**src/design/uart_pkg.sv**
```systemverilog
`default_nettype none

package uart_pkg;

  typedef logic [7:0]  byte_t;  // one serial character.
  typedef logic [31:0] word_t;  // bus word, config and result.

  // bus side sequencing, data reads may take the long path.
  typedef enum logic [2:0] {
    bus_idle  = 3'd0,
    bus_write = 3'd1,
    bus_read  = 3'd2,
    bus_read2 = 3'd3,
    bus_read3 = 3'd4,
    bus_done  = 3'd5
  } bus_state_e;

  typedef enum logic [1:0] {
    tx_idle    = 2'd0,
    tx_dequeue = 2'd1,
    tx_start   = 2'd2,
    tx_wait    = 2'd3
  } tx_state_e;

  typedef enum logic [1:0] {
    rx_idle  = 2'd0,
    rx_start = 2'd1,
    rx_data  = 2'd2,
    rx_stop  = 2'd3
  } rx_state_e;

endpackage

`default_nettype wire

```
**src/design/byte_chan_if.sv**
```systemverilog
`timescale 1ns/100ps
`default_nettype none

// byte channel between the bus block and one serial path.
interface byte_chan_if import uart_pkg::*; ();

  logic  push;   // enqueue strobe.
  logic  pop;    // dequeue strobe, only while not empty.
  byte_t wdata;
  byte_t rdata;  // fifo head.
  logic  empty;
  logic  full;

  modport bus_mp (
    output push,
    output pop,
    output wdata,
    input  rdata,
    input  empty,
    input  full
  );

  modport path_mp (
    input  push,
    input  pop,
    input  wdata,
    output rdata,
    output empty,
    output full
  );

endinterface

`default_nettype wire

```
**src/design/uart_bus_regs.sv**
```systemverilog
`timescale 1ns/100ps
`default_nettype none

module uart_bus_regs import uart_pkg::*; (
  input  wire         clk_i,
  input  wire         rst_i,
  input  wire         cyc_i,
  input  wire         stb_i,
  input  wire         we_i,
  input  wire         adr_i,
  input  wire  [3:0]  sel_i,
  input  wire  word_t dat_i,
  output word_t       dat_o,
  output logic        ack_o,
  byte_chan_if.bus_mp tx_chan,
  byte_chan_if.bus_mp rx_chan
);

  bus_state_e state_q;
  bus_state_e state_d;
  word_t      conf_q;
  word_t      conf_d;
  word_t      result_q;
  word_t      result_d;
  byte_t      rx_byte_q;  // last byte taken from the rx fifo.
  byte_t      rx_byte_d;
  word_t      status;

  // bit 15 fresh byte, bit 13 tx room.
  assign status = {16'h0000, state_q == bus_read3, 1'b0, ~tx_chan.full, 5'h00, rx_byte_q};

  assign dat_o = result_q;
  assign ack_o = (state_q == bus_done);

  assign tx_chan.push  = (state_q == bus_write);
  assign tx_chan.wdata = dat_i[7:0];  // held by the master until ack.

  assign rx_chan.pop   = (state_q == bus_read2);  // fifo seen non-empty in bus_read.

  always_comb begin
    state_d   = state_q;
    conf_d    = conf_q;
    result_d  = result_q;
    rx_byte_d = rx_byte_q;
    case (state_q)
      bus_idle: begin
        if (cyc_i && stb_i) begin
          if (!adr_i) begin
            state_d = we_i ? bus_write : bus_read;
          end else begin
            if (we_i)
              conf_d = dat_i;
            else
              result_d = conf_q;
            state_d = bus_done;
          end
        end
      end
      bus_write: state_d = bus_done;
      bus_read: begin
        if (rx_chan.empty) begin
          result_d = status;
          state_d  = bus_done;
        end else begin
          state_d = bus_read2;
        end
      end
      bus_read2: begin
        rx_byte_d = rx_chan.rdata;  // head captured as it is popped.
        state_d   = bus_read3;
      end
      bus_read3: begin
        result_d = status;
        state_d  = bus_done;
      end
      default: state_d = bus_idle;
    endcase
  end

  always_ff @(posedge clk_i or posedge rst_i) begin
    if (rst_i) begin
      state_q   <= bus_idle;
      conf_q    <= '0;
      result_q  <= '0;
      rx_byte_q <= '0;
    end else begin
      state_q   <= state_d;
      conf_q    <= conf_d;
      result_q  <= result_d;
      rx_byte_q <= rx_byte_d;
    end
  end

  a_ack_pulse: assert property (@(posedge clk_i) disable iff (rst_i)
    ack_o |=> !ack_o);

endmodule

`default_nettype wire

```
**src/design/uart_fifo.sv**
```systemverilog
`timescale 1ns/100ps
`default_nettype none

module uart_fifo import uart_pkg::*; #(
  parameter int fifo_depth = 16
) (
  input  wire        clk_i,
  input  wire        rst_i,
  input  wire        push_i,
  input  wire        pop_i,
  input  wire byte_t wdata_i,
  output byte_t      rdata_o,
  output logic       empty_o,
  output logic       full_o
);

  localparam int ptr_w = (fifo_depth > 1) ? $clog2(fifo_depth) : 1;
  localparam int cnt_w = $clog2(fifo_depth + 1);

  byte_t            mem_q [fifo_depth];
  logic [ptr_w-1:0] wr_ptr_q;
  logic [ptr_w-1:0] rd_ptr_q;
  logic [cnt_w-1:0] count_q;
  logic             do_push;
  logic             do_pop;

  // wraps at depth, so depth need not be a power of two.
  function automatic logic [ptr_w-1:0] next_ptr(input logic [ptr_w-1:0] ptr);
    if (ptr == ptr_w'(fifo_depth - 1))
      return '0;
    return ptr + 1'b1;
  endfunction

  assign empty_o = (count_q == '0);
  assign full_o  = (count_q == cnt_w'(fifo_depth));
  assign do_push = push_i && !full_o;   // dropped when full.
  assign do_pop  = pop_i && !empty_o;
  assign rdata_o = mem_q[rd_ptr_q];     // show-ahead head.

  always_ff @(posedge clk_i) begin
    if (do_push)
      mem_q[wr_ptr_q] <= wdata_i;
  end

  always_ff @(posedge clk_i or posedge rst_i) begin
    if (rst_i) begin
      wr_ptr_q <= '0;
      rd_ptr_q <= '0;
      count_q  <= '0;
    end else begin
      if (do_push)
        wr_ptr_q <= next_ptr(wr_ptr_q);
      if (do_pop)
        rd_ptr_q <= next_ptr(rd_ptr_q);
      case ({do_push, do_pop})
        2'b10:   count_q <= count_q + 1'b1;
        2'b01:   count_q <= count_q - 1'b1;
        default: count_q <= count_q;
      endcase
    end
  end

  a_count_bound: assert property (@(posedge clk_i) disable iff (rst_i)
    count_q <= cnt_w'(fifo_depth));

  a_flags_excl: assert property (@(posedge clk_i) disable iff (rst_i)
    !(empty_o && full_o));

endmodule

`default_nettype wire

```
**src/design/uart_rx_path.sv**
```systemverilog
`timescale 1ns/100ps
`default_nettype none

module uart_rx_path import uart_pkg::*; #(
  parameter int clkfreq    = 50000000,
  parameter int baud       = 9600,
  parameter int fifo_depth = 16
) (
  input  wire          clk_i,
  input  wire          rst_i,
  byte_chan_if.path_mp chan_i,
  input  wire          rx_i
);

  localparam int clks_per_bit = clkfreq / baud;
  localparam int half_bit     = (clks_per_bit > 1) ? clks_per_bit / 2 : 1;
  localparam int div_w        = (clks_per_bit > 1) ? $clog2(clks_per_bit) : 1;

  rx_state_e        state_q;
  logic             rx_meta_q;
  logic             rx_sync_q;
  logic [div_w-1:0] div_q;
  logic [2:0]       bit_idx_q;
  logic             half_end;
  logic             bit_end;
  logic             push_q;
  byte_t            shift_q;
  byte_t            fifo_head;
  logic             fifo_empty;
  logic             fifo_full;

  uart_fifo #(.fifo_depth(fifo_depth)) fifo0 (
    .clk_i   (clk_i),
    .rst_i   (rst_i),
    .push_i  (push_q),
    .pop_i   (chan_i.pop),
    .wdata_i (shift_q),
    .rdata_o (fifo_head),
    .empty_o (fifo_empty),
    .full_o  (fifo_full)
  );

  assign chan_i.rdata = fifo_head;
  assign chan_i.empty = fifo_empty;
  assign chan_i.full  = fifo_full;

  assign half_end = (div_q == div_w'(half_bit - 1));
  assign bit_end  = (div_q == div_w'(clks_per_bit - 1));

  // line idles high.
  always_ff @(posedge clk_i or posedge rst_i) begin
    if (rst_i) begin
      rx_meta_q <= 1'b1;
      rx_sync_q <= 1'b1;
    end else begin
      rx_meta_q <= rx_i;
      rx_sync_q <= rx_meta_q;
    end
  end

  always_ff @(posedge clk_i or posedge rst_i) begin
    if (rst_i) begin
      state_q   <= rx_idle;
      div_q     <= '0;
      bit_idx_q <= '0;
      push_q    <= 1'b0;
    end else begin
      push_q <= 1'b0;
      case (state_q)
        rx_idle: begin
          div_q <= '0;
          if (!rx_sync_q)
            state_q <= rx_start;
        end
        rx_start: begin
          if (half_end) begin
            div_q     <= '0;
            bit_idx_q <= '0;
            state_q   <= rx_sync_q ? rx_idle : rx_data;  // false start.
          end else begin
            div_q <= div_q + 1'b1;
          end
        end
        rx_data: begin
          if (bit_end) begin
            div_q     <= '0;
            bit_idx_q <= bit_idx_q + 1'b1;
            if (bit_idx_q == 3'd7)
              state_q <= rx_stop;
          end else begin
            div_q <= div_q + 1'b1;
          end
        end
        default: begin
          if (bit_end) begin
            div_q   <= '0;
            push_q  <= rx_sync_q;  // only a high stop bit is queued.
            state_q <= rx_idle;
          end else begin
            div_q <= div_q + 1'b1;
          end
        end
      endcase
    end
  end

  // sampled at mid-bit, lsb first.
  always_ff @(posedge clk_i) begin
    if (state_q == rx_data && bit_end)
      shift_q <= {rx_sync_q, shift_q[7:1]};
  end

endmodule

`default_nettype wire

```
**src/design/uart_top.sv**
```systemverilog
`timescale 1ns/100ps
`default_nettype none

module uart_top import uart_pkg::*; #(
  parameter int clkfreq    = 50000000,
  parameter int baud       = 9600,
  parameter int fifo_depth = 16
) (
  input  wire         clk_i,
  input  wire         rst_i,
  input  wire         cyc_i,
  input  wire         stb_i,
  input  wire         we_i,
  input  wire         adr_i,
  input  wire  [3:0]  sel_i,
  input  wire  word_t dat_i,
  output word_t       dat_o,
  output logic        ack_o,
  input  wire         rx_i,
  output logic        tx_o,
  input  wire         cts_i,
  output logic        rts_o,
  output logic [1:0]  interrupt_o
);

  byte_chan_if tx_chan ();
  byte_chan_if rx_chan ();

  assign rts_o       = cts_i;  // no flow control.
  assign interrupt_o = 2'b00;

  uart_bus_regs bus0 (
    .clk_i   (clk_i),
    .rst_i   (rst_i),
    .cyc_i   (cyc_i),
    .stb_i   (stb_i),
    .we_i    (we_i),
    .adr_i   (adr_i),
    .sel_i   (sel_i),
    .dat_i   (dat_i),
    .dat_o   (dat_o),
    .ack_o   (ack_o),
    .tx_chan (tx_chan),
    .rx_chan (rx_chan)
  );

  uart_tx_path #(.clkfreq(clkfreq), .baud(baud), .fifo_depth(fifo_depth)) tx0 (
    .clk_i  (clk_i),
    .rst_i  (rst_i),
    .chan_i (tx_chan),
    .tx_o   (tx_o)
  );

  uart_rx_path #(.clkfreq(clkfreq), .baud(baud), .fifo_depth(fifo_depth)) rx0 (
    .clk_i  (clk_i),
    .rst_i  (rst_i),
    .chan_i (rx_chan),
    .rx_i   (rx_i)
  );

endmodule

`default_nettype wire

```
**src/design/uart_tx_path.sv**
```systemverilog
`timescale 1ns/100ps
`default_nettype none

module uart_tx_path import uart_pkg::*; #(
  parameter int clkfreq    = 50000000,
  parameter int baud       = 9600,
  parameter int fifo_depth = 16
) (
  input  wire          clk_i,
  input  wire          rst_i,
  byte_chan_if.path_mp chan_i,
  output logic         tx_o
);

  localparam int clks_per_bit = clkfreq / baud;
  localparam int div_w        = (clks_per_bit > 1) ? $clog2(clks_per_bit) : 1;

  tx_state_e        state_q;
  tx_state_e        state_d;
  byte_t            fifo_head;
  byte_t            tx_byte_q;
  logic             fifo_empty;
  logic             fifo_full;
  logic             fifo_pop;
  logic             ser_start;
  logic             ser_busy_q;
  logic [9:0]       shift_q;   // stop, data, start.
  logic [3:0]       bit_cnt_q;
  logic [div_w-1:0] div_q;

  uart_fifo #(.fifo_depth(fifo_depth)) fifo0 (
    .clk_i   (clk_i),
    .rst_i   (rst_i),
    .push_i  (chan_i.push),
    .pop_i   (fifo_pop),
    .wdata_i (chan_i.wdata),
    .rdata_o (fifo_head),
    .empty_o (fifo_empty),
    .full_o  (fifo_full)
  );

  assign chan_i.empty = fifo_empty;
  assign chan_i.full  = fifo_full;

  assign fifo_pop  = (state_q == tx_dequeue);
  assign ser_start = (state_q == tx_start);
  assign tx_o      = shift_q[0];  // all ones when idle.

  always_comb begin
    state_d = state_q;
    case (state_q)
      tx_idle:    if (!ser_busy_q && !fifo_empty) state_d = tx_dequeue;
      tx_dequeue: state_d = tx_start;
      tx_start:   state_d = tx_wait;
      tx_wait:    if (ser_busy_q) state_d = tx_idle;  // ready is checked in idle.
      default:    state_d = tx_idle;
    endcase
  end

  always_ff @(posedge clk_i or posedge rst_i) begin
    if (rst_i)
      state_q <= tx_idle;
    else
      state_q <= state_d;
  end

  always_ff @(posedge clk_i) begin
    if (fifo_pop)
      tx_byte_q <= fifo_head;
  end

  always_ff @(posedge clk_i or posedge rst_i) begin
    if (rst_i) begin
      shift_q    <= '1;
      ser_busy_q <= 1'b0;
      bit_cnt_q  <= '0;
      div_q      <= '0;
    end else if (ser_start) begin
      shift_q    <= {1'b1, tx_byte_q, 1'b0};
      ser_busy_q <= 1'b1;
      bit_cnt_q  <= '0;
      div_q      <= '0;
    end else if (ser_busy_q) begin
      if (div_q == div_w'(clks_per_bit - 1)) begin
        div_q   <= '0;
        shift_q <= {1'b1, shift_q[9:1]};  // lsb first.
        if (bit_cnt_q == 4'd9)
          ser_busy_q <= 1'b0;
        else
          bit_cnt_q <= bit_cnt_q + 1'b1;
      end else begin
        div_q <= div_q + 1'b1;
      end
    end
  end

  a_no_start_busy: assert property (@(posedge clk_i) disable iff (rst_i)
    ser_start |-> !ser_busy_q);

endmodule

`default_nettype wire

```
**config.mk**
```make
export PLATFORM = sky130hd
export DESIGN_NAME = uart_top
export DESIGN_NICKNAME = d
export VERILOG_FILES = /design/src/design/uart_pkg.sv /design/src/design/byte_chan_if.sv /design/src/design/uart_bus_regs.sv /design/src/design/uart_fifo.sv /design/src/design/uart_rx_path.sv /design/src/design/uart_top.sv /design/src/design/uart_tx_path.sv
export SDC_FILE = /design/constraint.sdc
export NUM_CORES = 1
export LEC_CHECK = 0
export BUFFER_PORTS_ARGS = -buffer_cell sky130_fd_sc_hd__buf_2
export CORE_UTILIZATION = 60
export DETAILED_ROUTE_END_ITERATION = 7
export PLACE_DENSITY = 0.81
export SYNTH_ARGS = -nofsm -noshare
export SYNTH_HDL_FRONTEND = slang
export SYNTH_SLANG_ARGS = --single-unit
```
**constraint.sdc**
```tcl
create_clock -name clk_i -period 5.8 [get_ports clk_i]
set_clock_uncertainty 0.1 [all_clocks]
set_input_delay 0.58 -clock clk_i [delete_from_list [all_inputs] [get_ports clk_i]]
set_output_delay 0.58 -clock clk_i [all_outputs]
set_load 0.005 [all_outputs]
```
==> results.ini <==
[status]
status=complete, no violations

[worst_setup_path]
required_ps=6090
crit_buf_inv=1
critPathMaxStageDelay_ps=600
cp-end-kind=register
crit_path_frequent_cell=ha_1
worstPathCellList=or4_4 -> o21ai_1 -> inv_1 -> ha_1 -> xor2_1 -> ha_1 -> a21o_1 -> a22oi_1 -> nor3_1 -> a2111oi_0
path_delay_family=compound AO/OA/AOI/OAI gates
start_kind=register
reg2reg_setup_slack_ps=2350
crit_type=register to register
critPathMaxFanout=8
arrival_ps=3740
slowest_stage=or4_4

[die]
fp-row-count=62
die_width_microns=174
core_sq_um=28900
die_y_microns=174
io_pins=81
initial_utilization_pct=61.2
die_area_sq_um=30100

[sta]
rsz0062_at_grt=no
maxSlewViolCount=0
maxSlewHeadroom_pct=29.3
period_share_pct=59.6
max_freq_mhz=290
setup-violations-final=0
tightest_slew_ps=1060
fin_setup_tns_ps=0
finalHoldViolations=0
min_period_ps=3450
fin_ws_ps=2350

[cts]
clk_latency_ps=550
cts_buffers=42
cts_resized=0
cts-root-buf=clkbuf_16
cts_tree=done
cts.clk_slew.worst_paths_ps=60
cts_buffer_depth=3
cts.sinks=423
h-tree-depth=2
cts_hold_buf=0
postCtsSetupRepairBufs=0

[logic_synthesis]
yosysTopAreaCell=edfxtp_1
synth_ff_type=edfxtp_1
netlist_instances=1101
yosysTopAreaCellShare_pct=46.2
yosys-top-cells-area=edfxtp_1 46%, dfrtp_1 20%, mux4_2 8.7%
ys_seq_elements=423
synthArstFlopShare_pct=35.7
syn-cell-area_sq_um=17700
ys_warn_count=0
synth_cell_types=74
avgSynthCellArea_sq_um=16.0
synth_edf_count=272
ys_seq_area_share_pct=67.7

[detailed_routing]
dr.first_iter.drc_count=713
post_drt_wl_per_cell_microns=20.9
drtPass1Iterations=5
drc=0
routed_via_density=5.86
detail-route-antenna-nets=0
drt-total-wl_microns=33400
vias=9342

[power_and_ir_drop]
power.density_nw_per_um2=425
leakage_nw=7.48
ir_worst_vdd_v=0.000289

[run]
cap_violations=0

[layout]
layout_common_cells=272 x edfxtp_1, 138 x dfrtp_1, 72 x buf_2
diodes=0
syn2layout_area_growth_pct=11.9
design_area_sq_um=19800
final_util_pct=68.5
finalNetCount=1246
final_common_cell=edfxtp_1
layout-drive-gt1-share_pct=26.8

[global_routing]
grt_max_degree=106
overflow=0
first_global_vias=9448
antenna_found_initial=0
grt.total_usage_pct=22.6
grt_pass1_wl_microns=52600

[place]
place_area_sq_um=18400
place.detailed.hpwl_microns=20500
place_congestion=0.809
portBuffers=72
dp_slack_ps=2480

[worst_hold_path]
hold_class=primary input to register

-- where the power goes --
part | total (mW) | internal (mW) | switching (mW) | leakage (nW)
logic | 1.76 | 0.896 | 0.863 | 2.41
registers | 3.96 | 3.67 | 0.295 | 4.39
clock network | 2.67 | 1.55 | 1.12 | 0.684
total | 8.39 | 6.11 | 2.28 | 7.48
-- through the flow --
step / cells / total power [mW] / hold WS, ps
after floorplan: 1102 / 5.26 / 245
final: 1593 / 8.39 / 46.9
after detailed placement: 1515 / 5.79 / 248
after CTS: 1593 / 8.45 / 29.0
after global placement: 1515 / 5.70 / 246
after global routing: 1593 / 8.76 / 22.4
-- flip-flops by register name, summed over array words and instances (netlist names), 3 cells and up --
signal and cells:
tx0.fifo0.rd_ptr_q 4, tx0.fifo0.count_q 5, bus0.state_q 3, bus0.conf_q 32, tx0.shift_q 9, rx0.fifo0.wr_ptr_q 4
rx0.fifo0.rd_ptr_q 4, rx0.shift_q 8, bus0.rx_byte_q 8, rx0.fifo0.mem_q 128, tx0.fifo0.mem_q 128, tx0.div_q 13
rx0.fifo0.count_q 5, tx0.fifo0.wr_ptr_q 4, tx0.tx_byte_q 8, tx0.bit_cnt_q 4, bus0.dat_o 32, rx0.div_q 13
rx0.bit_idx_q 3
-- path summary, 6_finish.rpt --
path                                                  start                          endpoint  depth (start not counted)
max                        rx0.fifo0.count_q[1]$_DFFE_PP0P_  rx0.fifo0.count_q[4]$_DFFE_PP0P_                         10
min                                                    rx_i           rx0.rx_meta_q$_DFF_PP1_                          1
max reg2reg                rx0.fifo0.count_q[1]$_DFFE_PP0P_  rx0.fifo0.count_q[4]$_DFFE_PP0P_                         10
min reg2reg                         rx0.rx_meta_q$_DFF_PP1_           rx0.rx_sync_q$_DFF_PP1_                          0
max in group asynchronous                             rst_i      rx0.bit_idx_q[2]$_DFFE_PP0P_                          3
min in group asynchronous                             rst_i          tx0.div_q[8]$_DFFE_PP0P_                          2
-- cells by family after synthesis --
| family | Yosys count | share of synthesized area, % |
|---|---|---|
| flops | 423 | 67.7 |
| compound gates | 100 | 3.86 |
| xor+xnor | 38 | 1.88 |
| fa+ha+maj | 27 | 1.91 |
| other cells | 1 | 0.0212 |
| simple gates | 224 | 6.41 |
| buf+inv | 105 | 2.51 |
| mux | 183 | 15.7 |
-- worst reg2reg max path: cells and delay by family, from the launching register on --
kind / cells / cell delay (ps)
xor gates and xnor gates: 1 / 180
adders and majority gates: 2 / 550
DFF: 1 / 440
AOI/OAI and AO/OA: 4 / 1230
buffers and inverters: 1 / 130
and+or+nand+nor: 2 / 690
-- synth_stat cells, types with 4 or more instances --
| cell type | n |
|---|---|
| a2bb2oi_1 | 6 |
| and3_1 | 5 |
| inv_1 | 46 |
| nor2_1 | 68 |
| nand4_1 | 8 |
| mux4_2 | 68 |
| a31oi_1 | 6 |
| buf_1 | 5 |
| dfstp_2 | 11 |
| nand2_1 | 55 |
| nand2b_1 | 7 |
| xnor2_1 | 17 |
| nor3_1 | 20 |
| edfxtp_1 | 272 |
| a21o_1 | 6 |
| or2_2 | 4 |
| mux2i_1 | 45 |
| mux2_2 | 69 |
| buf_2 | 15 |
| a22oi_1 | 6 |
| xor2_1 | 21 |
| clkbuf_1 | 32 |
| a21oi_1 | 17 |
| o22ai_1 | 7 |
| nand3b_1 | 6 |
| nor3b_1 | 4 |
| o211ai_1 | 4 |
| dfrtp_1 | 140 |
| ha_1 | 27 |
| nand3_1 | 20 |
| buf_4 | 6 |
| o21ai_0 | 21 |
-- area by class of cell --
class,instances,area [sq um]
sequential,423,12000
fill,1828,9090
multi-input combinational,574,5290
clock buffer,50,1140
timing repair buffer,88,480
tap,384,480
clock inverter,28,235
inverter,46,178
-- metal layers --
metal	track usage, %	wire (microns)	share of wire (%)
met5	0	0	0
met4	5.45	566	1.7
met3	3.46	1540	4.6
met2	39.3	17400	52
met1	30.3	13900	42
Note: power is estimated with default switching activity, not from simulation.
